===== config.mk =====
export PLATFORM = sky130hd
export DESIGN_NAME = gs_index_counter
export DESIGN_NICKNAME = d
export VERILOG_FILES = /design/src/verilog/gs_num_pkg.sv /design/src/verilog/gs_ctrl_pkg.sv /design/src/verilog/gs_index_counter.sv
export VERILOG_INCLUDE_DIRS = /design/src /design/src/verilog
export SDC_FILE = /design/constraint.sdc
export NUM_CORES = 1
export LEC_CHECK = 0
export BUFFER_PORTS_ARGS = -buffer_cell sky130_fd_sc_hd__buf_2
export CAP_MARGIN = 5
export CELL_PAD_IN_SITES_DETAIL_PLACEMENT = 2
export CELL_PAD_IN_SITES_GLOBAL_PLACEMENT = 2
export CORE_MARGIN = 5
export CORE_UTILIZATION = 31
export DETAILED_ROUTE_END_ITERATION = 16
export PLACE_DENSITY = 0.9
export SLEW_MARGIN = 0
export SYNTH_ARGS = -nofsm -noshare
export SYNTH_HDL_FRONTEND = slang
export SYNTH_SLANG_ARGS = --single-unit

===== constraint.sdc =====
create_clock -name i_clk -period 3.15 [get_ports i_clk]
set_clock_uncertainty 0.1 [all_clocks]
set_input_delay 0.63 -clock i_clk [delete_from_list [all_inputs] [get_ports i_clk]]
set_output_delay 0.63 -clock i_clk [all_outputs]
set_load 0.005 [all_outputs]

===== src/verilog/gs_macros.svh =====
// solver size and format constants
`ifndef GS_MACROS_SVH
`define GS_MACROS_SVH

`define GS_N             16 // unknowns per system
`define GS_ITERS         16 // sweeps per system
`define GS_WORDS_PER_MAT 17 // b word plus one word per row
`define GS_LANE_W        16
`define GS_X_W           32 // Q16.16
`define GS_FRAC_B        16 // b integer into Q16.16
`define GS_FRAC_INV      14 // reciprocal is Q2.14
`define GS_ACC_W         53 // b term plus 15 products, no overflow
`define GS_MEM_AW        10
`define GS_XADDR_W       9
`define GS_MATNUM_W      5

`endif


===== src/verilog/gs_num_pkg.sv =====
// fixed-point number types
`default_nettype none
`include "gs_macros.svh"

package gs_num_pkg;

	typedef logic signed [`GS_LANE_W-1:0] lane_t;
	typedef lane_t [`GS_N-1:0]            mem_word_t; // b word and row words alike
	typedef logic signed [`GS_X_W-1:0]    x_t;
	typedef x_t [`GS_N-1:0]               x_vec_t;
	typedef logic signed [`GS_ACC_W-1:0]  acc_t;

	// clamp to 0x80000000 .. 0x7fffffff
	function automatic x_t sat_x(input acc_t v);
		logic ovf;
		ovf = (v[`GS_ACC_W-1:`GS_X_W-1] != {(`GS_ACC_W-`GS_X_W+1){v[`GS_ACC_W-1]}});
		if (!ovf)
			sat_x = v[`GS_X_W-1:0];
		else if (v[`GS_ACC_W-1])
			sat_x = {1'b1, {(`GS_X_W-1){1'b0}}}; // negative overflow
		else
			sat_x = {1'b0, {(`GS_X_W-1){1'b1}}}; // positive overflow
	endfunction

endpackage

`default_nettype wire


===== src/verilog/gs_ctrl_pkg.sv =====
// solver control types
`default_nettype none
`include "gs_macros.svh"

package gs_ctrl_pkg;

	typedef enum logic [2:0] {
		S_IDLE, S_B_REQ, S_B_WAIT, S_ROW_REQ, S_ROW_WAIT, S_ROW_CALC, S_FINISH
	} gs_state_t;

	typedef struct packed {
		logic [$clog2(`GS_N)-1:0]   row;
		logic [$clog2(`GS_ITERS):0] iter;
		logic [`GS_MATNUM_W-1:0]    mat;
	} gs_idx_t;

	typedef struct packed {
		logic [$clog2(`GS_N)-1:0] row;
		gs_num_pkg::x_t           x; // new unknown, Q16.16
	} gs_upd_t;

endpackage

`default_nettype wire


===== src/verilog/gs_index_counter.sv =====
// row, sweep and system counters
`timescale 1ns/1ps
`default_nettype none
`include "gs_macros.svh"

module gs_index_counter (
	input  logic                         i_clk,
	input  logic                         i_reset,
	input  logic                         i_start, // run level, counters clear while low
	input  logic                         i_upd,
	input  logic                         i_load_b,
	input  logic [`GS_MATNUM_W-1:0]      i_matrix_num,
	output gs_ctrl_pkg::gs_idx_t         o_idx,
	output logic                         o_last_row,
	output logic                         o_last_iter,
	output logic                         o_all_done,
	output logic [`GS_MEM_AW-1:0]        o_mem_addr
);

	logic                  need_b; // next read is the b word
	logic                  row_end;
	logic [`GS_MEM_AW-1:0] base;

	assign row_end     = (o_idx.row == `GS_N-1);
	assign o_last_iter = (o_idx.iter == `GS_ITERS-1);
	assign o_last_row  = row_end && o_last_iter;
	assign o_all_done  = o_last_row && (o_idx.mat == i_matrix_num - 1'b1);

	assign base       = `GS_MEM_AW'(o_idx.mat * `GS_WORDS_PER_MAT);
	assign o_mem_addr = need_b ? base : base + `GS_MEM_AW'(o_idx.row) + 1'b1;

	always_ff @(posedge i_clk or posedge i_reset) begin
		if (i_reset) begin
			o_idx  <= '0;
			need_b <= 1'b1;
		end else if (!i_start) begin
			o_idx  <= '0;
			need_b <= 1'b1;
		end else begin
			if (i_load_b)
				need_b <= 1'b0;
			if (i_upd) begin
				o_idx.row <= row_end ? '0 : o_idx.row + 1'b1;
				if (o_last_row) begin
					o_idx.iter <= '0;
					o_idx.mat  <= o_all_done ? '0 : o_idx.mat + 1'b1;
					need_b     <= 1'b1; // system finished, fetch next b
				end else if (row_end) begin
					o_idx.iter <= o_idx.iter + 1'b1;
				end
			end
		end
	end

	// b word arrives only when a system restarts at row 0 of sweep 0
	a_b_at_start: assert property (@(posedge i_clk) disable iff (i_reset)
		i_load_b |-> (o_idx.row == '0 && o_idx.iter == '0));

endmodule

`default_nettype wire


# Yosys cells after proc, flatten, opt, wreduce, memory -nomap -nowiden
# Index checks and enable logic that the tools add are counted.
[word_totals]
regBits = 15
in_bits = 10
[classes]
add_sub_neg = 6
n_mul = 1
n_eq_ne = 6
n_mux = 12
n_reduce_logical = 4
[op_table]
columns = ["cell", "count"]
rows = [
  ["2-to-1 mux 14 bit", 2],
  ["2-to-1 mux 5 bit", 4],
  ["adder 10 x 1 -> 10 bit (second input constant)", 1],
  ["adder 10 x 4 -> 10 bit", 1],
  ["adder 5 x 1 -> 5 bit (second input constant)", 2],
  ["multiplier 5 x 5 -> 10 bit (second input constant)", 1],
  ["2-to-1 mux 10 bit", 1],
  ["equality test 5 x 4 -> 1 bit (second input constant)", 1],
  ["equality test 5 bit", 1],
  ["subtractor 5 x 1 -> 5 bit (second input constant)", 1],
  ["adder 4 x 1 -> 4 bit (second input constant)", 1],
  ["equality test 4 bit (second input constant)", 1],
  ["2-to-1 mux 1 bit", 4],
  ["2-to-1 mux 4 bit", 1],
  ["inequality test 2 x 1 -> 1 bit (second input constant)", 2],
  ["AND reduction 2 bit", 2],
  ["inequality test 3 x 1 -> 1 bit (second input constant)", 1],
  ["logical AND 1 bit", 2],
]

# Longest topological paths before layout
[logic_depth]
depth_word = 7
mapped_depth = 9
depth_no_buf = 9

# Worst setup path after synthesis
# No wires, ideal clock.
[synth_timing]
kind = "flip-flop to output port"
startpoint = "register o_idx[0] in the netlist's numbering"
endpoint = "output o_mem_addr[8]"
t_arrival_ns = 1.990
t_required_ns = 2.420
slack_ns = 0.430
stages_incl_launch_ff = 10
cell_sequence = "dfrtp_1 > inv_1 > ha_1 > inv_1 > fa_1 > a21o_1 > a21oi_1 > nor3_1 > maj3_2 > xor2_1"
[synth_between]
elab_chain_cells = 4
[synth_rtl]
columns = ["item", "line", "text"]
rows = [
  ["start, declared", "gs_index_counter.sv:13", "output gs_ctrl_pkg::gs_idx_t o_idx,"],
  ["multiplier 5 x 5 -> 10 bit (no source line) (*)", "-", ""],
  ["adder 10 x 4 -> 10 bit", "gs_index_counter.sv:30", "assign o_mem_addr = need_b ? base : base + `GS_MEM_AW'(o_idx.row) + 1'b1;"],
  ["adder 10 x 1 -> 10 bit", "gs_index_counter.sv:30", ""],
  ["2-to-1 mux 10 bit (*)", "gs_index_counter.sv:30", ""],
  ["end, declared", "gs_index_counter.sv:17", "output logic [`GS_MEM_AW-1:0] o_mem_addr"],
]
# Every way passes the cells marked *; elsewhere a longest branch is shown, timed or not.

# Worst setup path in the final report
# Ends and elaborated chain as after synthesis.

==> summary.txt <==
Status
  – Status: completed

Floorplanning
  – # rows: 24
  – Initial Utilization: 31.7%
  – Die Wd: 76.2 um
  – Die ar.: approximately 0.0058 sq mm
  – Io pins: 37
  – Area of the core: 0.00429 sq mm
  – Die Y: 76.2 um

Clocking
  – H-Tree Depth: 1
  – Clk sinks: 15
  – Clk pin slew, worst setup/hold paths: 60 ps
  – CTS tree: done
  – Max clock buf depth: 2
  – CTS Buf Count: 3
  – Clk root buf: clkbuf_8
  – Clk_lat worst skew: roughly 260 ps

Worst setup path
  – Reg-to-reg endpoint: o_idx[0]
  – Worst setup path class: reg2out
  – Setup crit end kind: output port
  – Worst setup SP type: flip-flop
  – Worst EP required: 2420 ps
  – R2r startpoint: o_idx[5]
  – Reg2Reg Depth: 6
  – R2r setup slk: 1140 ps
  – Data arrival time of the worst path: 2300 ps
  – Critical path fanouts, max: 2

Timing
  – Fin crit period: a little over 3000 ps
  – TNS Setup: 0 ps
  – Final setup viols: 0
  – Period utilisation layout: roughly 96%
  – Slew Limit Fails: 0
  – Worst-margin pin slew: 624 ps
  – Final Hold Vio Count: 0
  – RSZ-0062 raised after global routing: false
  – Worst setup margin: 118 ps
  – Slew headroom: 58.3%
  – Fmax: roughly 330 MHz

Final layout
  – Final net count: 217
  – ANT cells: 0
  – Final instance area: roughly 0.0017 sq mm
  – Layout cells sized above 1: 35.1%
  – Final Instance Count excl. Fillers: 246
  – Area growth, synth to finish: 24.9%
  – Number of fill cells: between 500 and 600

Route
  – Final WL: 4.40 mm
  – Residual DRC count: 0
  – Vias per cell: 5.28
  – Via Count: 1299
  – Initial drt markers: 23
  – Detailed-router iteration count before antenna repair: 4
  – Final ANT Viol Nets: 0
  – Per-cell routed wire length: around 18 um

Flow run
  – Max Cap Viol: 0

Logic synthesis
  – Synth Area in Adders: 12.4%
  – Cell Area, Synth: 0.00136 sq mm
  – Main combinational cell family by area after synthesis: simple AND/OR/NAND/NOR gates
  – Yosys warning total: 0
  – Asr flop ratio synth: 100%
  – Synth Flop Type: dfrtp_1
  – Synth Area in Compound Gates: between 10% and 20%
  – Seq/Total Area, Yosys: between 20% and 30%
  – EDFF count, synth: 0
  – Synth unique cells: 48
  – Post-Synthesis Cells: approximately 150
  – #FFs+latches synth: 15
  – Avg Cell Area, Syn: 8.89 sq um
  – Synthesized-area fraction occupied by xor and xnor cells: 10.3%
  – Simple-gate area share of the yosys netlist: about a quarter
  – Mux cell area share after synthesis: 2.30%
  – Syn nets: 175

Power
  – Leakage: ~0.9 nW
  – PwrDens: 375 mW/mm^2
  – Total Power: 0.638 mW
  – Max rail drop VDD: 0.000150 V

Placement
  – Port Buffers: 36
  – DP Cell Count: between 200 and 250
  – Place WS: 152 ps
  – Dpl hpwl: around 3.5 mm
  – GP Congestion: roughly 0.74
  – Post-placement cell area: 0.00161 sq mm

Global routing
  – Initial antenna violation count: 0
  – First-pass GRT wire length: around 7.5 mm
  – GRT Util Overall: about 16%
  – Vias in the first global route: roughly 1500
  – GRT Residual Overflow: 0
  – Largest net degree at the start of global routing: 16

Hold path
  – Worst hold path type: in2async
## how the worst max path moves through the flow
| stage | startpoint | end | slack [ps] | cells past startpoint |
|---|---|---|---|---|
| after floorplan | o_idx[0] | o_mem_addr[8] | 430 | 9 |
| after global placement | o_idx[10] | o_mem_addr[8] | 320 | 10 |
| after detailed placement | o_idx[10] | o_mem_addr[8] | 150 | 10 |
| after CTS | o_idx[0] | o_mem_addr[8] | 30 | 10 |
| after global routing | o_idx[0] | o_mem_addr[8] | 10 | 9 |
| final | o_idx[0] | o_mem_addr[8] | 120 | 10 |
## logic make-up (layout without fill, tap and decap cells)
kind of cell	Yosys count	after routing
flip-flops	15	15
AND/OR/NAND/NOR	57	57
adder cells (fa/ha/maj)	13	13
multiplexers	3	3
AO/OA/AOI/OAI	32	32
buffers and inverters	17	58
XOR/XNOR	16	16
## through the flow
step / hold slack (ps) / util [%]
finish: 343 / 39.6
global placement: 416 / 37.4
detailed placement: 427 / 37.4
floorplan: 412 / -
CTS: 361 / 38.8
global route: 399 / 39.6
## cell usage in the layout (no fill, tap or decap), types with 3 or more instances in the layout
master | netlist | final
buf_2 | 3 | 36
nand2_1 | 17 | 17
dfrtp_1 | 14 | 13
o21ai_0 | 10 | 10
ha_1 | 11 | 10
buf_4 | 3 | 9
xnor2_1 | 9 | 8
xor2_1 | 7 | 7
inv_1 | 9 | 6
nand3_1 | 6 | 6
and2_1 | 5 | 5
nor2_1 | 5 | 5
nor2b_1 | 4 | 4
a21oi_1 | 5 | 4
o211ai_1 | 4 | 4
nor3_1 | 4 | 3
nand2b_1 | 3 | 3
inv_2 | 0 | 3
clkbuf_8 | 0 | 3
## power breakdown
| group | switching (mW) | internal [mW] |
|---|---|---|
| Sequential | 0.0157 | 0.207 |
| Clock | 0.0730 | 0.0879 |
| Combinational | 0.140 | 0.115 |
## synth_stat cells, types with 2 or more instances
master | instances | area (sq um)
nand2_1 | 17 | 63.8
dfrtp_1 | 14 | 350
ha_1 | 11 | 138
o21ai_0 | 10 | 50.1
inv_1 | 9 | 33.8
xnor2_1 | 9 | 78.8
xor2_1 | 7 | 61.3
nand3_1 | 6 | 30.0
a21oi_1 | 5 | 25.0
and2_1 | 5 | 31.3
nor2_1 | 5 | 18.8
nor2b_1 | 4 | 25.0
nor3_1 | 4 | 20.0
o211ai_1 | 4 | 30.0
buf_2 | 3 | 15.0
buf_4 | 3 | 22.5
nand2b_1 | 3 | 18.8
a21o_1 | 2 | 15.0
mux2i_1 | 2 | 20.0
nand4_1 | 2 | 12.5
## state kept, by name (all words and copies together), names as in the netlist
name / count
o_idx: 14
need_b: 1
## layer usage
| layer | wire (um) | track usage [%] |
|---|---|---|
| met3 | 145 | 3.19 |
| met5 | 0 | 0 |
| met4 | 42 | 3.15 |
| met2 | 2350 | 30.2 |
| met1 | 1860 | 17.2 |
## layout make-up
type                    instances  area, sq um  area share [%]
clock buffers                   3         41.3            2.43
multi-input cells             121          928            54.6
well taps                      52         65.1            3.83
clock inverters                 1         5.00           0.295
repair buffers                 45          248            14.6
inverters                       9         33.8            1.99
flip-flops and latches         15          378            22.2
## critical path: stages, from the launching register on
cell	delay [ps]
dfrtp_1	410
inv_2	90
ha_4	130
inv_2	40
fa_2	380
a21o_1	170
a21oi_2	160
nor3_2	60
maj3_2	320
xor2_1	140
buf_2	130
## what timing repair did
action	4_1_cts	5_1_grt
gates cloned	0	0
resized for setup	2	8
endpoints found under the setup margin	1	2
buffers inserted	1	1
hold buffers	0	0
pin swaps	0	6
Note: power is estimated with default switching activity, not from simulation.
