File: config.mk
export PLATFORM = sky130hd
export DESIGN_NAME = gs_fsm
export DESIGN_NICKNAME = d
export VERILOG_FILES = /design/src/verilog/gs_num_pkg.sv /design/src/verilog/gs_ctrl_pkg.sv /design/src/verilog/gs_fsm.sv
export VERILOG_INCLUDE_DIRS = /design/src /design/src/verilog
export SDC_FILE = /design/constraint.sdc
export NUM_CORES = 1
export LEC_CHECK = 0
export BUFFER_PORTS_ARGS = -buffer_cell sky130_fd_sc_hd__buf_2
export CORE_AREA = 5 5 42 44
export CTS_BUF_LIST = sky130_fd_sc_hd__clkbuf_4 sky130_fd_sc_hd__clkbuf_8 sky130_fd_sc_hd__clkbuf_16
export CTS_CLUSTER_DIAMETER = 30
export CTS_CLUSTER_SIZE = 20
export DETAILED_ROUTE_END_ITERATION = 10
export DIE_AREA = 0 0 47 49
export PLACE_DENSITY = 0.45
export SYNTH_ARGS = -nofsm -noshare
export SYNTH_HDL_FRONTEND = slang
export SYNTH_SLANG_ARGS = --single-unit
File: constraint.sdc
create_clock -name i_clk -period 2.05 [get_ports i_clk]
set_input_delay 0.41 -clock i_clk [delete_from_list [all_inputs] [get_ports i_clk]]
set_output_delay 0.41 -clock i_clk [all_outputs]
set_load 0.02 [all_outputs]
File: src/verilog/gs_macros.svh
// solver size and format constants
`ifndef GS_MACROS_SVH
`define GS_MACROS_SVH

`define GS_N             16 // unknowns per system
`define GS_ITERS         16 // sweeps per system
`define GS_WORDS_PER_MAT 17 // b word plus one word per row
`define GS_LANE_W        16
`define GS_X_W           32 // Q16.16
`define GS_FRAC_B        16 // b integer into Q16.16
`define GS_FRAC_INV      14 // reciprocal is Q2.14
`define GS_ACC_W         53 // b term plus 15 products, no overflow
`define GS_MEM_AW        10
`define GS_XADDR_W       9
`define GS_MATNUM_W      5

`endif

File: src/verilog/gs_num_pkg.sv
// fixed-point number types
`default_nettype none
`include "gs_macros.svh"

package gs_num_pkg;

	typedef logic signed [`GS_LANE_W-1:0] lane_t;
	typedef lane_t [`GS_N-1:0]            mem_word_t; // b word and row words alike
	typedef logic signed [`GS_X_W-1:0]    x_t;
	typedef x_t [`GS_N-1:0]               x_vec_t;
	typedef logic signed [`GS_ACC_W-1:0]  acc_t;

	// clamp to 0x80000000 .. 0x7fffffff
	function automatic x_t sat_x(input acc_t v);
		logic ovf;
		ovf = (v[`GS_ACC_W-1:`GS_X_W-1] != {(`GS_ACC_W-`GS_X_W+1){v[`GS_ACC_W-1]}});
		if (!ovf)
			sat_x = v[`GS_X_W-1:0];
		else if (v[`GS_ACC_W-1])
			sat_x = {1'b1, {(`GS_X_W-1){1'b0}}}; // negative overflow
		else
			sat_x = {1'b0, {(`GS_X_W-1){1'b1}}}; // positive overflow
	endfunction

endpackage

`default_nettype wire

File: src/verilog/gs_ctrl_pkg.sv
// solver control types
`default_nettype none
`include "gs_macros.svh"

package gs_ctrl_pkg;

	typedef enum logic [2:0] {
		S_IDLE, S_B_REQ, S_B_WAIT, S_ROW_REQ, S_ROW_WAIT, S_ROW_CALC, S_FINISH
	} gs_state_t;

	typedef struct packed {
		logic [$clog2(`GS_N)-1:0]   row;
		logic [$clog2(`GS_ITERS):0] iter;
		logic [`GS_MATNUM_W-1:0]    mat;
	} gs_idx_t;

	typedef struct packed {
		logic [$clog2(`GS_N)-1:0] row;
		gs_num_pkg::x_t           x; // new unknown, Q16.16
	} gs_upd_t;

endpackage

`default_nettype wire

File: src/verilog/gs_fsm.sv
// solver sequencing FSM
`timescale 1ns/1ps
`default_nettype none

module gs_fsm (
	input  logic i_clk,
	input  logic i_reset,
	input  logic i_module_en,
	input  logic i_mem_dout_vld,
	input  logic i_upd,
	input  logic i_last_row, // final row of the final sweep
	input  logic i_all_done,
	output logic o_rreq,
	output logic o_load_b,
	output logic o_row_vld,
	output logic o_proc_done
);

	gs_ctrl_pkg::gs_state_t state, state_nxt;

	always_comb begin
		state_nxt = state;
		case (state)
			gs_ctrl_pkg::S_IDLE:     if (i_module_en) state_nxt = gs_ctrl_pkg::S_B_REQ;
			gs_ctrl_pkg::S_B_REQ:    state_nxt = gs_ctrl_pkg::S_B_WAIT;
			gs_ctrl_pkg::S_B_WAIT:   if (i_mem_dout_vld) state_nxt = gs_ctrl_pkg::S_ROW_REQ;
			gs_ctrl_pkg::S_ROW_REQ:  state_nxt = gs_ctrl_pkg::S_ROW_WAIT;
			gs_ctrl_pkg::S_ROW_WAIT: if (i_mem_dout_vld) state_nxt = gs_ctrl_pkg::S_ROW_CALC;
			gs_ctrl_pkg::S_ROW_CALC: begin
				if (i_upd) begin
					if (i_all_done)
						state_nxt = gs_ctrl_pkg::S_FINISH;
					else if (i_last_row)
						state_nxt = gs_ctrl_pkg::S_B_REQ; // next system
					else
						state_nxt = gs_ctrl_pkg::S_ROW_REQ;
				end
			end
			gs_ctrl_pkg::S_FINISH:   if (!i_module_en) state_nxt = gs_ctrl_pkg::S_IDLE;
			default:                 state_nxt = gs_ctrl_pkg::S_IDLE;
		endcase
	end

	always_ff @(posedge i_clk or posedge i_reset) begin
		if (i_reset)
			state <= gs_ctrl_pkg::S_IDLE;
		else
			state <= state_nxt;
	end

	assign o_rreq      = (state == gs_ctrl_pkg::S_B_REQ) || (state == gs_ctrl_pkg::S_ROW_REQ);
	assign o_load_b    = (state == gs_ctrl_pkg::S_B_WAIT) && i_mem_dout_vld;
	assign o_row_vld   = (state == gs_ctrl_pkg::S_ROW_WAIT) && i_mem_dout_vld;
	assign o_proc_done = (state == gs_ctrl_pkg::S_FINISH);

	// memory answers only the single outstanding read
	a_vld_in_wait: assert property (@(posedge i_clk) disable iff (i_reset)
		i_mem_dout_vld |-> (state == gs_ctrl_pkg::S_B_WAIT || state == gs_ctrl_pkg::S_ROW_WAIT));

endmodule

`default_nettype wire

### After elaboration in Yosys (flattened, before gate mapping)

Cells that the tools add are included.

| storage, ports and cells | value |
|---|---|
| register bits after elaboration | 3 |
| latch bits | 0 |
| memory bits (writable) | 0 |
| bits in read-only memories | 0 |
| output and inout bits | 4 |
| word-level logic and storage cells | 25 |
| memories kept | 0 |

| operators by class | value |
|---|---|
| $add $sub $neg | 0 |
| $mul | 0 |
| divide/modulo/power cells | 0 |
| $lt $le $gt $ge | 0 |
| equality and inequality tests | 11 |
| shift-type cells | 0 |
| muxes and demuxes | 8 |
| bitwise logic cells | 0 |
| reduce and logical (&&, ||, !) cells | 5 |

Operators by type and width:

| operator | count |
|---|---|
| one-hot mux 3 bit (7 select lines) | 1 |
| two-way mux 3 bit | 6 |
| != test 2 bit (second input constant) | 5 |
| equality test 3 bit (second input constant) | 3 |
| equality test 3 x 2 -> 1 bit (second input constant) | 2 |
| AND reduction 5 bit | 1 |
| equality test 3 x 1 -> 1 bit (second input constant) | 1 |
| logical NOT 3 bit | 1 |
| logical AND 1 bit | 2 |
| two-way mux 2 bit | 1 |
| logical OR 1 bit | 1 |

### Depth between registers and ports, before layout

Gate-level depths: netlist of run 1.

| depth | value |
|---|---|
| word-level depth | 4 |
| mapped depth | 4 |
| gate-level depth less buffers | 3 |

### Worst setup path before layout of run 1

Ideal clock, no wire load.

| path | value |
|---|---|
| path kind | register to output |
| from | reg state[0] |
| to | out o_row_vld |
| arrival time | 844 ps |
| path slack | 796 ps |
| cell stages (with the launch flop) | 3 |
| buffers on the path | 1 |
| cell sequence | dfrtp_1 buf_4 and4bb_2 |

| on the way | value |
|---|---|
| longest elaborated chain between the ends | 2 |

RTL lines:

| what | RTL line | source |
|---|---|---|
| start, declared | gs_fsm.sv:19 | `gs_ctrl_pkg::gs_state_t state, state_nxt;` |
| start signal, assigned | gs_fsm.sv:46 | `state <= gs_ctrl_pkg::S_IDLE;` |
| start signal, assigned | gs_fsm.sv:48 | `state <= state_nxt;` |
| equality test 3 bit | gs_fsm.sv:53 | `assign o_row_vld = (state == gs_ctrl_pkg::S_ROW_WAIT) && i_mem_dout_vld;` |
| logical AND 1 bit | gs_fsm.sv:53 |  |
| end, declared | gs_fsm.sv:15 | `output logic o_row_vld,` |

Every way passes these cells.

### Worst setup path in the final report of run 1

| path | value |
|---|---|
| from | reg state[2] |
| to | out o_load_b |

| on the way | value |
|---|---|
| longest elaborated chain between the ends | 2 |

RTL lines:

| what | RTL line | source |
|---|---|---|
| equality test 3 x 2 -> 1 bit | gs_fsm.sv:52 | `assign o_load_b = (state == gs_ctrl_pkg::S_B_WAIT) && i_mem_dout_vld;` |
| logical AND 1 bit | gs_fsm.sv:52 |  |
| end, declared | gs_fsm.sv:14 | `output logic o_load_b,` |

Every way passes these cells.

==> qor.yml, run 1 <==
status:
  outcome: "complete, no violations"
route:
  drt_pre_antenna_iters: 2
  drc_errors: 0
  vias: 212
  viasPerCell: 4.08
  detail-route-antenna-nets: 0
  wl_per_cell_um: 10.4
  drt_iter0_drc: 1
  wirelength_um: 541
grt:
  grt-ovfl-total: 0
  antenna_found_initial: 0
  grt_max_degree: 11
  grt_pass1_wl_um: 903
  grt.total_usage: 0.0564
  first_global_vias: 217
floorplanning:
  die_x_um: 47
  core_um2: 1400
  die_area_um2: 2300
  die_h_um: 49
  rows: 14
  io-pin-count: 11
  start_util: 0.175
timing:
  rsz0062_at_grt: "no"
  skew_ns: 0.00254
  timing.final.hold_violations: 0
  fmax_mhz: 612
  fin_crit_sh: 0.797
  hold_ws_ns: 0.0370
  setup_viol: 0
  finalSetupTns_ns: 0
  maxSlewHeadroom: 0.794
  min_period_ns: 1.63
  drv_slew: 0
  worstMarginPinSlew_ns: 0.308
synthesis:
  synth_simple_gate_area_frac: 0.337
  synth_commonest_cells: "3 x dfrtp_1, 2 x a21oi_1, 2 x inv_1, 2 x nand2b_1"
  synthTopCellsByArea: "dfrtp_1 31%, nor2b_4 5.6%, and3b_4 5.1%"
  synthFlopType: "dfrtp_1"
  synthMuxAreaShare: 0.0408
  yosys_warnings: 0
  ys_seq_elements: 3
  synth_seq_area_share: 0.306
  synth-compound-area-share: 0.209
  yosys.area.top_type: "dfrtp_1"
  syn_area_um2: 245
  synth.most_common_cell: "dfrtp_1"
  netlist_instances: 24
  synth_edf_count: 0
  synth_top_family_by_area: "simple AND/OR/NAND/NOR gates"
  syn_nets: 31
  synth-async-reset-ratio: 1.00
  synth-adder-area-share: 0
  synth_top_cell_area_share: 0.306
  syn_avg_cell_area_um2: 10.2
  synthDistinctLibCells: 19
  synth_xor_area_frac: 0
clock_tree:
  cts_tree: "built"
  cts_setup_buffers: 0
  root_buffer: "clkbuf_4"
  clock_path_buffers: 2
  clock_latency_ns: 0.23
  cts_buffers: 3
  cts_sinks: 3
  clk_pin_slew_worst_paths_ns: 0.04
  postCtsHoldBufs: 0
  htreeDepth: 1
  post_cts_resized: 0
cells_and_area:
  synthToLayoutAreaGrowth_pct: 33.2
  finalNonFillerCells: 52
  largest_register_ffs: 3
  diodes: 0
  largest_registers: "state (3)"
  final_net_count: 44
  regMostFlops: "state"
  layout-drive-gt1-share: 0.528
  final_util: 0.233
  post-route-cell-area_um2: 327
setup_path:
  critPathKind: "flip-flop to output port"
  crit_required_ns: 1.64
  r2r-start: "state[1]"
  r2r_slack_ns: 0.87
  r2r-end: "state[0]"
  cp-end-kind: "output port"
  ff2ff_path_depth: 3
  cp_max_fo: 9
  start_kind: "flip-flop"
  worstPathArrival_ns: 1.22
placed_design:
  dpl_cell_area_um2: 297
  gp_congestion: 0.672
  place_inst: 48
  port_buffers: 10
  place_hpwl_um: 427
flow_run:
  cap_violations: 0
min_path:
  hold_path_class: "input port to asynchronous set/reset pin"
pwr:
  p_per_area_nw_per_um2: 1360
  ir_drop_mv: 0.351
  p_leak_nw: 0.175
## report_power, final
part | leakage (nW) | internal [mW] | total, mW | switching [mW]
Sequential | 0.0379 | 0.0863 | 0.143 | 0.0569
Clock | 0.0184 | 0.0861 | 0.116 | 0.0301
Combinational | 0.118 | 0.106 | 0.184 | 0.0777
## critical path, cell delays in order, from the launching register on
cell	delay, ns
dfrtp_1	0.48
nor2b_4	0.15
and3b_4	0.20
buf_2	0.16
## cell usage in the layout (no fill, tap or decap)
cell type	count
clkbuf_4	4
nor3_1	1
a21boi_0	1
a22o_2	1
o2bb2ai_1	1
inv_1	2
dfrtp_1	3
nor2b_4	1
and3b_2	1
a21oi_1	2
nand2b_1	2
buf_2	10
mux2i_1	1
and2b_1	1
and4bb_2	1
and3b_4	1
o22ai_1	1
and3b_1	1
a211o_1	1
## how the worst max path moves through the flow
stage / start / end / slack, ns / depth (start not counted)
CTS: state[2] / o_load_b / 0.40 / 3
global placement: state[2] / o_load_b / 0.67 / 3
floorplan: state[0] / o_row_vld / 0.80 / 2
finish: state[2] / o_load_b / 0.42 / 3
global route: state[1] / o_load_b / 0.34 / 3
detailed placement: state[2] / o_load_b / 0.66 / 3
## metrics by stage
stage          setup WS (ns)  power, mW
5_1_grt                0.344      0.477
3_3_place_gp           0.670      0.331
6_report               0.416      0.444
4_1_cts                0.403      0.453
2_1_floorplan          0.796      0.305
3_5_place_dp           0.664      0.330
## cells by family (layout without fill, tap and decap cells)
group	count (synthesis)	in the layout
simple gates	9	9
compound gates	7	7
buf+inv	4	16
flops	3	3
mux	1	1
## cell type report
cell class / instances / area (um2)
flip-flops and latches: 3 / 75.1
inverters: 2 / 7.51
well taps: 16 / 20.0
multi-input cells: 17 / 144
clock buffers: 4 / 30.0
repair buffers: 10 / 50.0
fillers: 164 / 1070
## metal layers
layer / vias up / global-route usage / share of wire
li1: 110 / - / -
met1: 91 / 0.0773 / 0.49
met2: 11 / 0.0566 / 0.36
met3: 0 / 0.0295 / 0.15
met4: 0 / 0.0553 / 0
met5: - / 0 / 0
Power figures use the tool's default switching activity.
==> run 2, diff against run 1 <==
--- a/config.mk
+++ b/config.mk
@@ -6,6 +6,7 @@
 export SDC_FILE = /design/constraint.sdc
 export NUM_CORES = 1
 export LEC_CHECK = 0
+export ABC_AREA = 1
 export BUFFER_PORTS_ARGS = -buffer_cell sky130_fd_sc_hd__buf_2
 export CORE_AREA = 5 5 42 44
 export CTS_BUF_LIST = sky130_fd_sc_hd__clkbuf_4 sky130_fd_sc_hd__clkbuf_8 sky130_fd_sc_hd__clkbuf_16
@@ -13,7 +14,7 @@
 export CTS_CLUSTER_SIZE = 20
 export DETAILED_ROUTE_END_ITERATION = 10
 export DIE_AREA = 0 0 47 49
-export PLACE_DENSITY = 0.45
+export PLACE_DENSITY = 0.48
 export SYNTH_ARGS = -nofsm -noshare
 export SYNTH_HDL_FRONTEND = slang
 export SYNTH_SLANG_ARGS = --single-unit
==> constraint.sdc (replaced) <==
create_clock -name i_clk -period 1.55 [get_ports i_clk]
set_input_delay 0.31 -clock i_clk [delete_from_list [all_inputs] [get_ports i_clk]]
set_output_delay 0.31 -clock i_clk [all_outputs]
set_load 0.02 [all_outputs]
==> run 2 against run 1 <==
  * Sequential power rose by 33%
  * Die area did not move
  * Critical path depth rose by 1
  * First-iteration DRC count rose to 5.0 times the previous value
  * Non-clock buffer count rose by 2
  * Synthesized cell count rose by 96%
  * Critical path type unchanged
  * Register-to-register slack got worse by 0.46 ns
  * Worst hold slack improved by 0.33 ns
  * Clock skew rose by 0.0057 ns
  * Cell count rose by 52%
==> qor.yml, run 2 <==
grt:
  met1_usage: 0.0953  # +0.0181
  antenna_found_initial: 0  # unchanged
  grt-ovfl-total: 0  # unchanged
  grt.total_usage: 0.0869  # +0.0304
  grt_max_degree: 8  # -3
  grt_pass1_wl_mm: 1.36  # +50%
  first_global_vias: 319  # +47%
  met3_usage: 0.0295  # unchanged
  top_usage_layer: "met2"
  grt_util_met2: 0.115  # +0.0588
route:
  drc_errors: 0  # unchanged
  drt_pre_antenna_iters: 2  # unchanged
  detail-route-antenna-nets: 0  # unchanged
  viasPerCell: 4.03  # -1.3%
  wirelength_um: 741  # +37%
  drt_iter0_drc: 5  # +4
  vias: 318  # +50%
  wl_per_cell_um: 9.38  # -9.8%
timing:
  fin_crit_sh: 0.933
  skew_ns: 0.00822  # +0.00568 ns
  min_period_ns: 1.45
  drv_slew: 0  # unchanged
  worstMarginPinSlew_ns: 0.193  # -0.116 ns
  setup_viol: 0  # unchanged
  rsz0062_at_grt: "yes"
  layout_setup_ws_ns: 0.103  # -0.313 ns
  maxSlewHeadroom: 0.870  # +0.0760
  finalSetupTns_ns: 0  # unchanged
  timing.final.hold_violations: 0  # unchanged
  fmax_mhz: 691
cells_and_area:
  seqCellArea_um2: 78.8  # +5.0%
  multi_input_area_um2: 176  # +23%
  largest_registers: "state (3)"
  synthToLayoutAreaGrowth_pct: 46.2
  final_common_cell: "nand2_1"
  finalNonFillerCells: 79  # +52%
  final_cell_mix: "12 x nand2_1, 10 x nor2_1, 8 x buf_2, 6 x inv_1"
  layout-drive-gt1-share: 0.429  # -0.0992
  regMostFlops: "state"
  post-route-cell-area_um2: 408  # +25%
  largest_register_ffs: 3  # unchanged
  diodes: 0  # unchanged
  fillers: 169  # +3.0%
  final_net_count: 71  # +61%
clock_tree:
  cts_sinks: 3  # unchanged
  cts_buffers: 3  # unchanged
  clk_pin_slew_worst_paths_ns: 0.03  # about the same
  clock_latency_ns: 0.25  # +0.02 ns
  clock_path_buffers: 2  # unchanged
  htreeDepth: 1  # unchanged
  root_buffer: "clkbuf_4"
  cts_tree: "built"
synthesis:
  synthTopCellsByArea: "dfrtp_1 27%, nand2_1 16%, nor2_1 15%"
  syn_area_um2: 279  # +14%
  netlist_instances: 47  # +96%
  syn_nets: 54  # +74%
  synth_seq_area_share: 0.269  # -0.0371
  yosys.area.top_type: "dfrtp_1"
  syn_avg_cell_area_um2: 5.94  # -42%
  synth.most_common_cell: "nand2_1"
  synth_commonest_cells: "12 x nand2_1, 11 x nor2_1, 6 x inv_1, 4 x nand3_1, 3 x dfrtp_1"
  synthDistinctLibCells: 14  # -5
  ys_seq_elements: 3  # unchanged
  synth_edf_count: 0  # unchanged
  synth_top_cell_area_share: 0.269  # -0.0371
  synth-async-reset-ratio: 1.00  # unchanged
  synthFlopType: "dfrtp_1"
  yosys_warnings: 0  # unchanged
placed_design:
  port_buffers: 10  # unchanged
  gp_congestion: 0.737  # +9.6%
  dpl_cell_area_um2: 349  # +18%
  dpl_worst_slack_ns: 0.317  # -0.347 ns
  place_inst: 73  # +52%
setup_path:
  crit_family: "flip-flops"
  critPathKind: "flip-flop to output port"
  critical_path.max_stage_delay_ns: 0.44  # -0.04 ns
  crit_required_ns: 1.24  # -0.40 ns
  worstPathCellList: "inv_2 > nand3_2 > nor2_1 > buf_4"
  cp_max_fo: 6  # -3
  start_kind: "flip-flop"
  cp_slowest_cell: "dfrtp_2"
  cp-end-kind: "output port"
  critPathBufInv: 2  # +1
  worstPathArrival_ns: 1.14  # -0.08 ns
floorplanning:
  die_x_um: 47  # unchanged
  start_util: 0.199  # +0.0241
  die_area_um2: 2300  # unchanged
  rows: 14  # unchanged
  die_h_um: 49  # unchanged
  core_um2: 1400  # unchanged
  io-pin-count: 11  # unchanged
pwr:
  total_power_uw: 740  # +67%
  p_per_area_nw_per_um2: 1810  # +33%
  ir_drop_mv: 0.548  # +56%
  p_leak_nw: 0.241  # +38%
flow_run:
  cap_violations: 0  # unchanged
min_path:
  hold_path_class: "input port to flip-flop"
status:
  outcome: "complete, no violations"
-- run 2: cell types whose count changed after synthesis, sizes merged, moves of 2 or more --
cell    change
and3b       -3
buf         -2
inv         +6
nand2      +14
nand2b      -2
nand3       +5
nor2       +13
-- run 2: cell type report --
type,instances,share of cell area
well taps,16,0.0491
flip-flops and latches,3,0.193
repair buffers,12,0.178
inverters,8,0.0736
multi-input cells,36,0.433
clock buffers,4,0.0736
-- run 2: stage by stage --
stage               hold WS [ns]   util
floorplan                 0.0636      -
global placement           0.177  0.249
detailed placement         0.176  0.249
CTS                        0.359  0.278
global route               0.367  0.291
finish                     0.364  0.291
-- run 2: path summary, 6_finish.rpt --
kind / startpoint / endpoint / slack, ns / depth (start not counted)
min in group asynchronous: i_reset / state[2] / 0.46 / 3
min: i_upd / state[0] / 0.36 / 4
min reg2reg: state[2] / state[2] / 0.55 / 2
max reg2reg: state[0] / state[2] / 0.41 / 8
max in group asynchronous: i_reset / state[0] / 0.95 / 3
max: state[0] / o_load_b / 0.10 / 4
-- run 2: report_power, final --
part / switching [mW] / total [mW] / internal (mW)
logic: 0.233 / 0.385 / 0.151
clock network: 0.0501 / 0.165 / 0.115
registers: 0.0672 / 0.190 / 0.123
total: 0.351 / 0.740 / 0.389
-- run 2: cells by family after synthesis --
group                  Yosys count  synth area share
and+or+nand+nor                 33             0.561
AOI/OAI and AO/OA                3            0.0628
buffers and inverters            8             0.108
DFF                              3             0.269
-- run 2: worst reg2reg max path, delay by kind of cell, from the launching register on --
family	cells	cell delay (ns)
buf+inv	1	0.10
flops	1	0.44
simple gates	7	0.48
-- run 2: repair_timing --
item,CTS,global route
hold buffers,1,0
buffers inserted,0,1
setup endpoints to repair,0,3
endpoints found under the hold margin,3,0
resized for setup,0,6
-- run 2: layer usage --
layer | vias up | share of wire
li1 | 175 | -
met1 | 132 | 0.37
met2 | 8 | 0.52
met3 | 3 | 0.062
met4 | 0 | 0.049
met5 | - | 0
