File: src/verilog/gs_macros.svh
// solver size and format constants
`ifndef GS_MACROS_SVH
`define GS_MACROS_SVH

`define GS_N             16 // unknowns per system
`define GS_ITERS         16 // sweeps per system
`define GS_WORDS_PER_MAT 17 // b word plus one word per row
`define GS_LANE_W        16
`define GS_X_W           32 // Q16.16
`define GS_FRAC_B        16 // b integer into Q16.16
`define GS_FRAC_INV      14 // reciprocal is Q2.14
`define GS_ACC_W         53 // b term plus 15 products, no overflow
`define GS_MEM_AW        10
`define GS_XADDR_W       9
`define GS_MATNUM_W      5

`endif

File: src/verilog/gs_num_pkg.sv
// fixed-point number types
`default_nettype none
`include "gs_macros.svh"

package gs_num_pkg;

	typedef logic signed [`GS_LANE_W-1:0] lane_t;
	typedef lane_t [`GS_N-1:0]            mem_word_t; // b word and row words alike
	typedef logic signed [`GS_X_W-1:0]    x_t;
	typedef x_t [`GS_N-1:0]               x_vec_t;
	typedef logic signed [`GS_ACC_W-1:0]  acc_t;

	// clamp to 0x80000000 .. 0x7fffffff
	function automatic x_t sat_x(input acc_t v);
		logic ovf;
		ovf = (v[`GS_ACC_W-1:`GS_X_W-1] != {(`GS_ACC_W-`GS_X_W+1){v[`GS_ACC_W-1]}});
		if (!ovf)
			sat_x = v[`GS_X_W-1:0];
		else if (v[`GS_ACC_W-1])
			sat_x = {1'b1, {(`GS_X_W-1){1'b0}}}; // negative overflow
		else
			sat_x = {1'b0, {(`GS_X_W-1){1'b1}}}; // positive overflow
	endfunction

endpackage

`default_nettype wire

File: src/verilog/gs_ctrl_pkg.sv
// solver control types
`default_nettype none
`include "gs_macros.svh"

package gs_ctrl_pkg;

	typedef enum logic [2:0] {
		S_IDLE, S_B_REQ, S_B_WAIT, S_ROW_REQ, S_ROW_WAIT, S_ROW_CALC, S_FINISH
	} gs_state_t;

	typedef struct packed {
		logic [$clog2(`GS_N)-1:0]   row;
		logic [$clog2(`GS_ITERS):0] iter;
		logic [`GS_MATNUM_W-1:0]    mat;
	} gs_idx_t;

	typedef struct packed {
		logic [$clog2(`GS_N)-1:0] row;
		gs_num_pkg::x_t           x; // new unknown, Q16.16
	} gs_upd_t;

endpackage

`default_nettype wire

File: src/verilog/gs_vector_store.sv
// b and x storage with result port
`timescale 1ns/1ps
`default_nettype none
`include "gs_macros.svh"

module gs_vector_store (
	input  logic                    i_clk,
	input  logic                    i_reset,
	input  logic                    i_load_b,
	input  gs_num_pkg::mem_word_t   i_mem_dout,
	input  logic                    i_upd,
	input  gs_ctrl_pkg::gs_upd_t    i_upd_data,
	input  gs_ctrl_pkg::gs_idx_t    i_idx,
	input  logic                    i_last_iter,
	output gs_num_pkg::x_vec_t      o_x_vec,
	output gs_num_pkg::mem_word_t   o_b_vec,
	output logic                    o_x_wen,
	output logic [`GS_XADDR_W-1:0]  o_x_addr,
	output gs_num_pkg::x_t          o_x_data
);

	// new system: take b, restart every unknown at zero
	always_ff @(posedge i_clk) begin
		if (i_load_b) begin
			o_b_vec <= i_mem_dout;
			o_x_vec <= '0;
		end else if (i_upd) begin
			o_x_vec[i_upd_data.row] <= i_upd_data.x;
		end
	end

	// ------------------------------------------------------------
	// result port, final sweep only
	// ------------------------------------------------------------
	always_ff @(posedge i_clk or posedge i_reset) begin
		if (i_reset)
			o_x_wen <= 1'b0;
		else
			o_x_wen <= i_upd && i_last_iter;
	end

	always_ff @(posedge i_clk) begin
		if (i_upd) begin
			o_x_addr <= {i_idx.mat, i_upd_data.row}; // mat*16 + row
			o_x_data <= i_upd_data.x;
		end
	end

	// counter must still point at the row the pipeline finished
	a_wen_last_iter: assert property (@(posedge i_clk) disable iff (i_reset)
		o_x_wen |-> $past(i_last_iter && (i_idx.row == i_upd_data.row)));

endmodule

`default_nettype wire
File: config.mk
export PLATFORM = sky130hd
export DESIGN_NAME = gs_vector_store
export DESIGN_NICKNAME = d
export VERILOG_FILES = /design/src/verilog/gs_num_pkg.sv /design/src/verilog/gs_ctrl_pkg.sv /design/src/verilog/gs_vector_store.sv
export VERILOG_INCLUDE_DIRS = /design/src /design/src/verilog
export SDC_FILE = /design/constraint.sdc
export NUM_CORES = 1
export LEC_CHECK = 0
export BUFFER_PORTS_ARGS = -buffer_cell sky130_fd_sc_hd__buf_4
export CORE_AREA = 2 2 437 439
export CTS_BUF_LIST = sky130_fd_sc_hd__clkbuf_4 sky130_fd_sc_hd__clkbuf_8
export DETAILED_ROUTE_END_ITERATION = 8
export DIE_AREA = 0 0 439 441
export GPL_ROUTABILITY_DRIVEN = 0
export PLACE_DENSITY = 0.37
export SKIP_LAST_GASP = 1
export SYNTH_ARGS = -nofsm -noshare
export SYNTH_HDL_FRONTEND = slang
export SYNTH_SLANG_ARGS = --single-unit
File: constraint.sdc
create_clock -name i_clk -period 0.8 [get_ports i_clk]
set_input_delay 0.08 -clock i_clk [delete_from_list [all_inputs] [get_ports i_clk]]
set_output_delay 0.08 -clock i_clk [all_outputs]
set_load 0.01 [all_outputs]
Word-level counts from Yosys, hierarchy flattened
Cells that the tools add are included.
{"block": "classes", "add_sub_neg": 0, "mul": 0, "shifts": 0, "n_lt_le_gt_ge": 2, "n_reduce_logical": 2, "div": 0, "n_mux": 3, "eq_ne": 0, "n_bitwise": 0}
{"operator": "512-bit bitwise mux", "count": 1}
{"operator": "32-bit demux with 4-bit select", "count": 1}
{"operator": "32-bit 2-to-1 mux", "count": 1}
{"operator": "4-bit by 5-bit < comparator with 1-bit output, second input constant", "count": 1}
{"operator": "4-bit by 1-bit greater-or-equal comparator with 1-bit output, second input constant", "count": 1}
{"operator": "1-bit logical AND", "count": 2}
{"block": "totals", "inputBits": 311, "latchBits": 0, "mem_bits_ro": 0, "mem_count": 0, "ram_bits": 0, "wordCells": 42, "out_inout_bits": 810, "register_bits": 810}

Logic depth before layout (Yosys ltp)
Gate-level depths: netlist (run 1).
{"block": "depth", "ltp_word": 5, "ltp_mapped": 6, "depth_no_buf": 3}

Worst setup path before layout (run 1)
Ideal clock, no wire load.
{"block": "synth_path", "kind": "input to register", "from": "input i_upd_data[32] (netlist name)", "to": "register o_x_vec[0] (netlist name)", "path_buffers": 3, "t_arrival_ns": 1.011, "setup_time_ns": 0.072, "path_stages": 6, "path_slack_ns": -0.283, "cell_sequence": "buf_4 > nor2_2 > and2_1 > buf_4 > buf_8 > mux2i_1"}
{"block": "synth_via", "elab_chain_cells": 5, "elab_cells_between_ends": 6, "classes_between": "order compare: 2; mux: 3; reduce/logical: 1"}
{"item": "start: declaration", "line_no": "gs_vector_store.sv:12", "text": "input gs_ctrl_pkg::gs_upd_t i_upd_data,"}
{"item": "4-bit by 5-bit < comparator with 1-bit output (implied by the code) / 4-bit by 1-bit greater-or-equal comparator with 1-bit output (equally long branches)", "line_no": "gs_vector_store.sv:28", "text": "o_x_vec[i_upd_data.row] <= i_upd_data.x;"}
{"item": "1-bit logical AND (implied by the code)", "line_no": "gs_vector_store.sv:28"}
{"item": "32-bit 2-to-1 mux (implied by the code)", "line_no": "gs_vector_store.sv:28"}
{"item": "32-bit demux with 4-bit select (*)", "line_no": "gs_vector_store.sv:28"}
{"item": "512-bit bitwise mux (*)", "line_no": "gs_vector_store.sv:28"}
{"item": "end signal: indexed assignment", "line_no": "gs_vector_store.sv:28"}
{"item": "end: declaration", "line_no": "gs_vector_store.sv:15", "text": "output gs_num_pkg::x_vec_t o_x_vec,"}
Mark *: on every way between the ends. The rest lies on a longest branch, timed or not.
A chain may end at the register's enable or synchronous reset.

Final worst setup path (run 1)
{"block": "layout_path", "from": "register o_b_vec[177] (netlist name)", "to": "output o_b_vec[177] (netlist name)"}
{"item": "start: declaration", "line_no": "gs_vector_store.sv:16", "text": "output gs_num_pkg::mem_word_t o_b_vec,"}
{"item": "start signal: assignment", "line_no": "gs_vector_store.sv:25", "text": "o_b_vec <= i_mem_dout;"}
No word-level cell between the ends.

==> metrics.txt, run 1 <==
initial antenna violation count 20; number of synthesized register bits 810; # setup viols final approximately 1,600; top cell type's share of synthesized area 35.5%; Via density ~3.6; Slew HR 40.9%; clock tree sinks 810; Synth cell types 20; area grow syn2layout 94.3%; data required time of the worst path ~0.7 ns; Die X 439 um; final worst path period share 221%; worst r2r src o_x_vec[379]$_SDFFE_PP0P_; Antenna Nets Post-Route 0; power per cell area about 1800 mW/mm^2; Min-Delay Path Class in -> reg; core footprint between 0.15 and 0.2 mm^2; worst path bufs/invs 1; Switching Fraction 25.5%; top cells by area, synth dfxtp_1 36%, edfxtp_1 31%, mux2i_1 18%, nand2b_1 12%, clkbuf_1 1.1%; I/O pin cnt about 1,100; crit-path cells buf_6; Hold Fails Final Rpt 0; status finished with violations; Peak VDD IR 1170 uV; CP Class reg -> out; Post-Syn Area 0.0289 mm^2; CTS tree done; CP arrival 1.69 ns; vias post-DR 24,000; violated checks negative setup slack; Max clock buf depth 3; slowest CP cell edfxtp_1; CP peak stage delay roughly 0.57 ns; maximum clock rate 565 MHz; cell count along the critical path 1; Mapped Cells 2,073; combinational share of power 12.5%; largest net degree at the start of global routing 49; die area 0.194 mm^2; final std cells w/o fill a little under 7,000; Setup TNS -962.44 ns; FILL cells 19,400; dpl cells 5,683; RSZ-0062 raised after global routing yes; LEAKAGE 25.7 nW; hold slack final 0.0717 ns; clock power share 42.8%; Ys Warns 0; Clock transition at path regs about 0.06 ns; # port buffers between 1,000 and 1,500; Iteration-0 DRC Markers 807; wire per inst 22.8 um; CTS root buf clkbuf_8; Post-Syn Area per Cell between 10 and 15 um^2; Synth area leader dfxtp_1; Initial Utilization between 10% and 20%; CP Launch Point o_b_vec[177]$_DFFE_PP_; max-cap violations 0; Routed WL 154 mm; Internal Pwr Total 75.8 mW; R2R cell count 4; worst skew pair latency approximately 0.89 ns; global-route wire length before repair ~200 mm; sequential share of power 44.7%; height of the chip around 440 um; number of global-route vias before repair 25,000; Max FO, Critical Path 1; Clock Skew 0 ns; H-tree lvl count 4; GR Overflow Total 0; layout cells sized above 1 53.4%; measured slew at the worst slew-check pin 0.884 ns; Max Slew Vio Count 0; Tmin final 1.77 ns; syn nets around 2,400; Num CTS Buffers approximately 150; Critical Path Start Type flip-flop; hpwl dp 111 mm; gr usage total 15.0%; drt drc 0; CP endpoint kind primary output; final worst slack -0.969 ns; site row count 160; Initial DRT Pass Iterations 5; Reg2Reg Setup Slack 0 ns; critical path capture point o_b_vec[177]; critical path's top delay family flip-flops; P_sw approximately 26 mW; RR Endpoint o_x_vec[379]$_SDFFE_PP0P_; Seq/Total Area, Yosys 66.5%; Final nets about 4,400
-- synthesized netlist by cell type, drive strengths merged --
master / n
nand2b: 544
dfxtp: 512
mux2i: 512
edfxtp: 297
buf: 93
clkbuf: 87
nand2: 12
nand3: 4
and2: 3
and3b: 2
nor2b: 2
and3: 1
dfrtp: 1
inv: 1
nor2: 1
nor3b: 1
-- power groups by stage --
| stage | clock (mW) | sequential (mW) | combinational (mW) |
|---|---|---|---|
| 2_1_floorplan | 0 | 46.6 | 1.93 |
| 3_3_place_gp | 0 | 46.0 | 9.27 |
| 3_5_place_dp | 0 | 46.0 | 9.24 |
| 4_1_cts | 45.2 | 45.4 | 12.6 |
| 5_1_grt | 47.0 | 45.6 | 13.3 |
| 6_report | 43.6 | 45.5 | 12.7 |
-- cells by family (layout without fill, tap and decap cells) --
kind of cell | count (synthesis) | after routing | share of synthesized area (%)
buffers and inverters | 181 | 2329 | 3.31
AND/OR/NAND/NOR | 570 | 570 | 12.4
other | 0 | 18 | 0
multiplexers | 512 | 512 | 17.8
flip-flops | 810 | 810 | 66.5
-- per-stage QoR --
| stage | setup slack, ns | util (%) | power, mW | area, um^2 |
|---|---|---|---|---|
| CTS | -1.06 | 28.9 | 103 | 54700 |
| floorplan | -0.227 | - | 48.5 | 29500 |
| global placement | -0.581 | 22.0 | 55.3 | 41600 |
| global route | -1.07 | 29.6 | 106 | 56100 |
| finish | -0.969 | 29.7 | 102 | 56100 |
| detailed placement | -0.572 | 22.0 | 55.2 | 41600 |
-- cell type report --
class	count	area, um^2	area share (%)
clock inverter	39	322	0.573
clock buffer	240	2930	5.22
multi-input combinational	1082	8880	15.8
timing repair buffer	2049	20900	37.3
inverter	1	3.75	0.00669
sequential	810	19800	35.4
antenna	18	45.0	0.0803
tap	2511	3140	5.60
-- registers in the layout, indices dropped and copies added, names as in the netlist --
signal	cells
o_x_vec	512
o_b_vec	256
o_x_data	32
o_x_addr	9
o_x_wen	1
-- worst min-delay path by stage --
| stage | start | depth (start not counted) | to |
|---|---|---|---|
| finish | i_upd_data[33] | 6 | o_x_vec[191]$_SDFFE_PP0P_ |
| CTS | i_reset | 4 | o_x_wen$_DFF_PP0_ |
| detailed placement | i_reset | 2 | o_x_wen$_DFF_PP0_ |
| global route | i_upd_data[33] | 6 | o_x_vec[191]$_SDFFE_PP0P_ |
| global placement | i_reset | 2 | o_x_wen$_DFF_PP0_ |
| floorplan | i_reset | 1 | o_x_wen$_DFF_PP0_ |
-- metal layers --
metal  GRT usage [%]  up-vias  wire length (um)
met3            4.77      240             10200
met4            6.42        6              6600
met2            28.6      834             84400
li1                -    11100                 -
met1            14.7    11800             52800
met5               0        -                34
-- layout by cell type, fill, tap and decap left out, types with 3 or more instances in the layout --
cell           count
mux2i_1          512
edfxtp_1         297
buf_12            72
clkbuf_4          60
clkinv_2           7
inv_12             3
dfxtp_2          510
nand3_4            3
clkbuf_16          5
inv_8              3
nand2b_2           7
clkbuf_8         180
clkinv_1          17
diode_2           18
nand2b_1         536
buf_6            813
clkinv_8           3
nand2_8            4
clkinvlp_4         3
dlygate4sd3_1    596
buf_4            559
nand2_4            6
-- worst register-to-register path: cells and delay by family (launching register included) --
| family | cells | cell delay [ns] |
|---|---|---|
| flip-flops | 1 | 0.32 |
| multiplexers | 1 | 0.07 |
| AND/OR/NAND/NOR | 1 | 0.06 |
| buffers and inverters | 2 | 0.24 |
-- repair_timing --
item,CTS,global route
setup endpoints to repair,810,1592
gates cloned,0,5
hold endpoints to repair,1108,523
hold buffers,596,6
setup buffers,42,129
pin swaps,0,2
resized for setup,1281,63
(Power assumes the default switching activity.)
==> run 2, diff against run 1 <==
--- a/config.mk
+++ b/config.mk
@@ -6,13 +6,13 @@
 export SDC_FILE = /design/constraint.sdc
 export NUM_CORES = 1
 export LEC_CHECK = 0
-export BUFFER_PORTS_ARGS = -buffer_cell sky130_fd_sc_hd__buf_4
-export CORE_AREA = 2 2 437 439
-export CTS_BUF_LIST = sky130_fd_sc_hd__clkbuf_4 sky130_fd_sc_hd__clkbuf_8
+export CORE_AREA = 2 2 442 444
+export CTS_BUF_LIST = sky130_fd_sc_hd__clkbuf_4
 export DETAILED_ROUTE_END_ITERATION = 8
-export DIE_AREA = 0 0 439 441
+export DIE_AREA = 0 0 444 446
+export DONT_BUFFER_PORTS = 1
 export GPL_ROUTABILITY_DRIVEN = 0
-export PLACE_DENSITY = 0.37
+export PLACE_DENSITY = 0.31
 export SKIP_LAST_GASP = 1
 export SYNTH_ARGS = -nofsm -noshare
 export SYNTH_HDL_FRONTEND = slang
==> run 2 against run 1 <==
  * Utilization shrank 2.4 points
  * Register-to-register slack worse by 0.03 ns
  * Cell count shrank 2.8%
  * Highest routed layer is now met4
  * Sequential cell count stayed put
  * Critical path type unchanged
  * Hold slack lost 1.1 ns
  * Sequential power increased by 2%
  * First-iteration DRC count rose by 31%
  * Die area increased by 2.3%
  * Wire length is 3.3% lower
  * Largest cell class is now flip-flops and latches
  * Maximum frequency down 7.3%
  * Design area decreased by 5.9%
  * The run ends with negative hold slack, max-slew violations, negative setup slack left
==> metrics.txt, run 2 (synthesis results as in run 1) <==
slowest CP cell edfxtp_1; hold slack final -1.04 ns; Via density between 3 and 4; Final nets 4,126; maximum clock rate 524 MHz; site row count 162; CP peak stage delay around 0.44 ns; violated checks negative hold slack, max-slew violations, negative setup slack; commonest non-fill, non-tap cells in the layout 880 x dlygate4sd3_1, 534 x nand2b_1, 520 x buf_6; Clock transition at path regs 0.08 ns; fin area 0.0528 mm^2; largest net degree at the start of global routing 801; most common cell after layout, fill and taps aside dlygate4sd3_1; Num CTS Buffers 235; critical path capture point o_b_vec[42]; CP Class reg -> out; Design Power 96.5 mW; CP Launch Point o_b_vec[42]$_DFFE_PP_; Initial Utilization 14.9%; worst skew pair latency around 1.2 ns; R2R cell count 4; sequential share of power 48.2%; Routed WL 149 mm; combinational share of power 8.6%; Min-Delay Path Class in -> reg; P_sw 25.8 mW; Critical Path Start Type flip-flop; hpwl dp 100 mm; cell count along the critical path 1; RR Endpoint o_x_vec[435]$_SDFFE_PP0P_; vias post-DR 23,400; Hold Fails Final Rpt 548; biggest regs o_x_vec: 512 flops, o_b_vec: 256 flops, o_x_data: 32 flops; initial antenna violation count 7; clock tree sinks 810; Max clock buf depth 3; Antenna Nets Post-Route 0; Tmin final 1.91 ns; Die X 444 um; Largest Register o_x_vec; data required time of the worst path roughly 0.7 ns; Switching Fraction 26.8%; final worst path period share 239%; CP endpoint kind primary output; measured slew at the worst slew-check pin about 1.9 ns; Peak VDD IR 1020 uV; max reg flops 512; Max Slew Vio Count ~320; global-route wire length before repair 202 mm; Reg2Reg Setup Slack -0.03 ns; layout cells sized above 1 between 40% and 50%; height of the chip 446 um; area grow syn2layout 82.8%; drt drc 0; clock power share 43.2%; GR Overflow Total 0; Hold Crit Depth 0; power per cell area 1830 mW/mm^2; core footprint 0.194 mm^2; max-cap violations 0; CTS root buf clkbuf_4; critical path's top delay family flip-flops; placed cell areas 0.0367 mm^2; CTS tree done; die area 0.198 mm^2; final worst slack -1.11 ns; Slew HR -25.8%; number of global-route vias before repair 24,800; # port buffers 0; wire per inst 22.7 um; H-tree lvl count 4; Max FO, Critical Path 1; I/O pin cnt 1,121; worst path bufs/invs 1; crit-path cells buf_12; worst r2r src o_x_vec[435]$_SDFFE_PP0P_; # setup viols final around 1,100; Internal Pwr Total 70.6 mW; CP arrival 1.83 ns; Clock Skew 0 ns; LEAKAGE 23.5 nW; gr usage total 14.5%; status finished with violations; RSZ-0062 raised after global routing yes; Initial DRT Pass Iterations 4; Iteration-0 DRC Markers 1,056
-- run 2: metrics by stage --
step | instances | hold WS [ns] | util, % | TNS [ns] | setup slack, ns
after global placement | 5054 | -0.190 | 19.0 | -169.85 | -0.586
after CTS | 6441 | -1.27 | 26.8 | -1037.26 | -1.43
after detailed placement | 5054 | -0.188 | 19.0 | -192.68 | -0.661
final | 6562 | -1.04 | 27.3 | -776.80 | -1.11
after floorplan | 2073 | -0.191 | - | -74.72 | -0.227
after global routing | 6562 | -1.28 | 27.3 | -980.38 | -1.39
-- run 2: layout make-up --
type | instances | area (um^2)
Antenna cell | 9 | 22.5
Clock buffer | 311 | 2330
Clock inverter | 122 | 776
Fill cell | 19800 | 141000
Inverter | 1 | 3.75
Multi-Input combinational cell | 1082 | 8820
Sequential cell | 810 | 19900
Tap cell | 2542 | 3180
Timing Repair Buffer | 1685 | 17800
-- run 2: timing repair --
action                                  CTS  global route
gates cloned                              0             0
resized for setup                      1036            19
buffers inserted                         69           117
hold buffers                            885             3
setup endpoints to repair               810          1004
pin swaps                                 0             1
endpoints found under the hold margin  1108           812
-- run 2: worst min path at each step --
stage                  start               endpoint  slack [ns]
finish              i_load_b  o_b_vec[93]$_DFFE_PP_       -1.04
global placement     i_reset      o_x_wen$_DFF_PP0_       -0.19
detailed placement   i_reset      o_x_wen$_DFF_PP0_       -0.19
floorplan            i_reset      o_x_wen$_DFF_PP0_       -0.19
global route        i_load_b  o_b_vec[93]$_DFFE_PP_       -1.28
CTS                 i_load_b  o_b_vec[78]$_DFFE_PP_       -1.27
-- run 2: worst register-to-register path, stage by stage (launching register included) --
cell and delay (ns):
dfxtp_2 0.33, buf_4 0.13, buf_4 0.12, nand2b_1 0.06, mux2i_1 0.08
-- run 2: power groups by stage --
stage	Combinational (mW)	Sequential, mW	Clock [mW]
2_1_floorplan	1.93	46.6	0
3_3_place_gp	4.05	47.3	0
3_5_place_dp	4.07	47.3	0
4_1_cts	8.18	46.5	43.6
5_1_grt	8.67	46.5	46.0
6_report	8.26	46.5	41.7
-- run 2: routing by layer --
metal | vias to the layer above | GRT usage [%] | part of all wire (%)
met5 | - | 0 | 0
met4 | 0 | 6.39 | 4.0
met3 | 246 | 4.96 | 7.2
met2 | 973 | 26.9 | 53
met1 | 11500 | 14.5 | 36
li1 | 10700 | - | -
==> run 3, diff against run 2 <==
--- a/config.mk
+++ b/config.mk
@@ -12,7 +12,9 @@
 export DIE_AREA = 0 0 444 446
 export DONT_BUFFER_PORTS = 1
 export GPL_ROUTABILITY_DRIVEN = 0
+export MAX_ROUTING_LAYER = met4
 export PLACE_DENSITY = 0.31
+export SKIP_CTS_REPAIR_TIMING = 1
 export SKIP_LAST_GASP = 1
 export SYNTH_ARGS = -nofsm -noshare
 export SYNTH_HDL_FRONTEND = slang
==> run 3 against run 2 <==
  * The run still ends with negative hold slack, max-slew violations, negative setup slack left
  * Setup slack got worse by 0.0028 ns
  * Largest power group unchanged
  * Cell count fell by 0.62%
  * Clock power barely moved
  * Critical endpoint unchanged
==> metrics.txt, run 3 (synthesis results as in run 1) <==
status finished with violations; violated checks negative hold slack, max-slew violations, negative setup slack; Min-Delay Path Class in -> reg; height of the chip 446 um; CP arrival 1.83 ns; Clock Skew 0 ns; flip-flop and latch area 0.0199 mm^2; Setup TNS -792.16 ns; worst path bufs/invs 1; commonest non-fill, non-tap cells in the layout 868 x dlygate4sd3_1, 535 x nand2b_1, 516 x buf_6; clock power share 43.3%; Initial Utilization roughly 15%; # port buffers 0; gr usage total between 10% and 20%; hold slack final -1.07 ns; Hold Crit Depth 0; area of the multi-input gates 0.00880 mm^2; Final nets 4,079; Switching Fraction 26.8%; Num CTS Buffers 235; Initial DRT Pass Iterations 5; LEAKAGE 23.3 nW; die area between 0.15 and 0.2 mm^2; largest net degree at the start of global routing 801; max-cap violations 0; clock tree sinks between 800 and 900; Die X 444 um; Max FO, Critical Path 1; initial antenna violation count 12; crit-path cells buf_12; Max clock buf depth 3; final worst slack -1.11 ns; layout cells sized above 1 approximately 42%; Iteration-0 DRC Markers 1,109; sequential share of power slightly below 50%; # setup viols final 1,153; fin area between 0.05 and 0.06 mm^2; hpwl dp 100 mm; placed cell areas 0.0367 mm^2; RSZ-0062 raised after global routing yes; R2R cell count 3; Clock transition at path regs 0.08 ns; CTS tree done; Antenna Nets Post-Route 0; global-route wire length before repair 179 mm; Tmin final 1.91 ns; CTS root buf clkbuf_4; CP endpoint kind primary output; core footprint between 0.15 and 0.2 mm^2; most common cell after layout, fill and taps aside dlygate4sd3_1; measured slew at the worst slew-check pin 2.16 ns; Via density ~3.6; dpl cells 5,054; number of global-route vias before repair roughly 20,000; critical path's top delay family flip-flops; biggest regs o_x_vec: 512 flops, o_b_vec: 256 flops, o_x_data: 32 flops; Slew HR -44.2%; Internal Pwr Total 70.6 mW; Max Slew Vio Count 344; FILL cells 19,900; slowest CP cell edfxtp_1; final worst path period share 239%; dpl ws -0.661 ns; vias post-DR between 20,000 and 25,000; H-tree lvl count 4; Routed WL around 150 mm; area grow syn2layout 81.3%; Critical Path Start Type flip-flop; combinational share of power 8.4%; data required time of the worst path 0.72 ns; power per cell area ~1800 mW/mm^2; maximum clock rate 523 MHz; drt drc 0; P_sw 25.9 mW; site row count 162; cell count along the critical path 1; GR Overflow Total 0; Peak VDD IR 1020 uV; Largest Register o_x_vec; I/O pin cnt 1,121; max reg flops 512; CP peak stage delay ~0.44 ns; CP Class reg -> out; wire per inst 22.8 um; worst skew pair latency between 1 and 1.5 ns; Hold Fails Final Rpt 544; final std cells w/o fill 6,521
==> run 3: cell types whose count changed in the layout (fill, tap and decap cells not counted), sizes merged <==
cell | before | now
diode | 9 | 15
buf | 801 | 770
dlygate4sd3 | 880 | 868
dlymetal6s4s | 1 | 0
dlymetal6s2s | 1 | 0
clkbuf | 313 | 311
==> run 3: area by class of cell <==
class	instances	area share, %
sequential	810	37.9
antenna	15	0.0717
multi-input combinational	1082	16.8
clock inverter	122	1.48
clock buffer	311	4.46
tap	2542	6.08
inverter	1	0.00717
timing repair buffer	1638	33.1
==> run 3: routing by layer <==
layer  vias to the layer above  GRT usage [%]  routed length (um)
met3                       297           5.25               10900
met5                         -              -                   0
li1                      10600              -                   -
met2                       999           24.9               77900
met4                         0           6.43                6810
met1                     11500           12.4               53100
==> run 3: metrics by stage <==
step | hold slack, ns | utilization (%) | power, mW
5_1_grt | -1.32 | 27.0 | 101
4_1_cts | -1.64 | 20.6 | 94.1
6_report | -1.07 | 27.0 | 96.4
3_3_place_gp | -0.190 | 19.0 | 51.4
3_5_place_dp | -0.188 | 19.0 | 51.4
2_1_floorplan | -0.191 | - | 48.5
==> run 3: power groups by stage <==
stage	Combinational (mW)	Clock (mW)	Sequential (mW)
2_1_floorplan	1.93	0	46.6
3_3_place_gp	4.05	0	47.3
3_5_place_dp	4.07	0	47.3
4_1_cts	4.08	43.6	46.4
5_1_grt	8.55	46.2	46.5
6_report	8.14	41.8	46.5
==> run 3: path summary, 6_finish.rpt <==
path                                           from                  endpoint  slack, ns
setup / recovery              o_b_vec[42]$_DFFE_PP_               o_b_vec[42]      -1.11
hold / removal                             i_load_b     o_b_vec[93]$_DFFE_PP_      -1.07
setup reg to reg           o_x_vec[22]$_SDFFE_PP0P_  o_x_vec[22]$_SDFFE_PP0P_       0.03
hold reg to reg            o_x_vec[53]$_SDFFE_PP0P_  o_x_vec[53]$_SDFFE_PP0P_       0.48
max in group asynchronous                   i_reset         o_x_wen$_DFF_PP0_       0.43
min in group asynchronous                   i_reset         o_x_wen$_DFF_PP0_       0.27
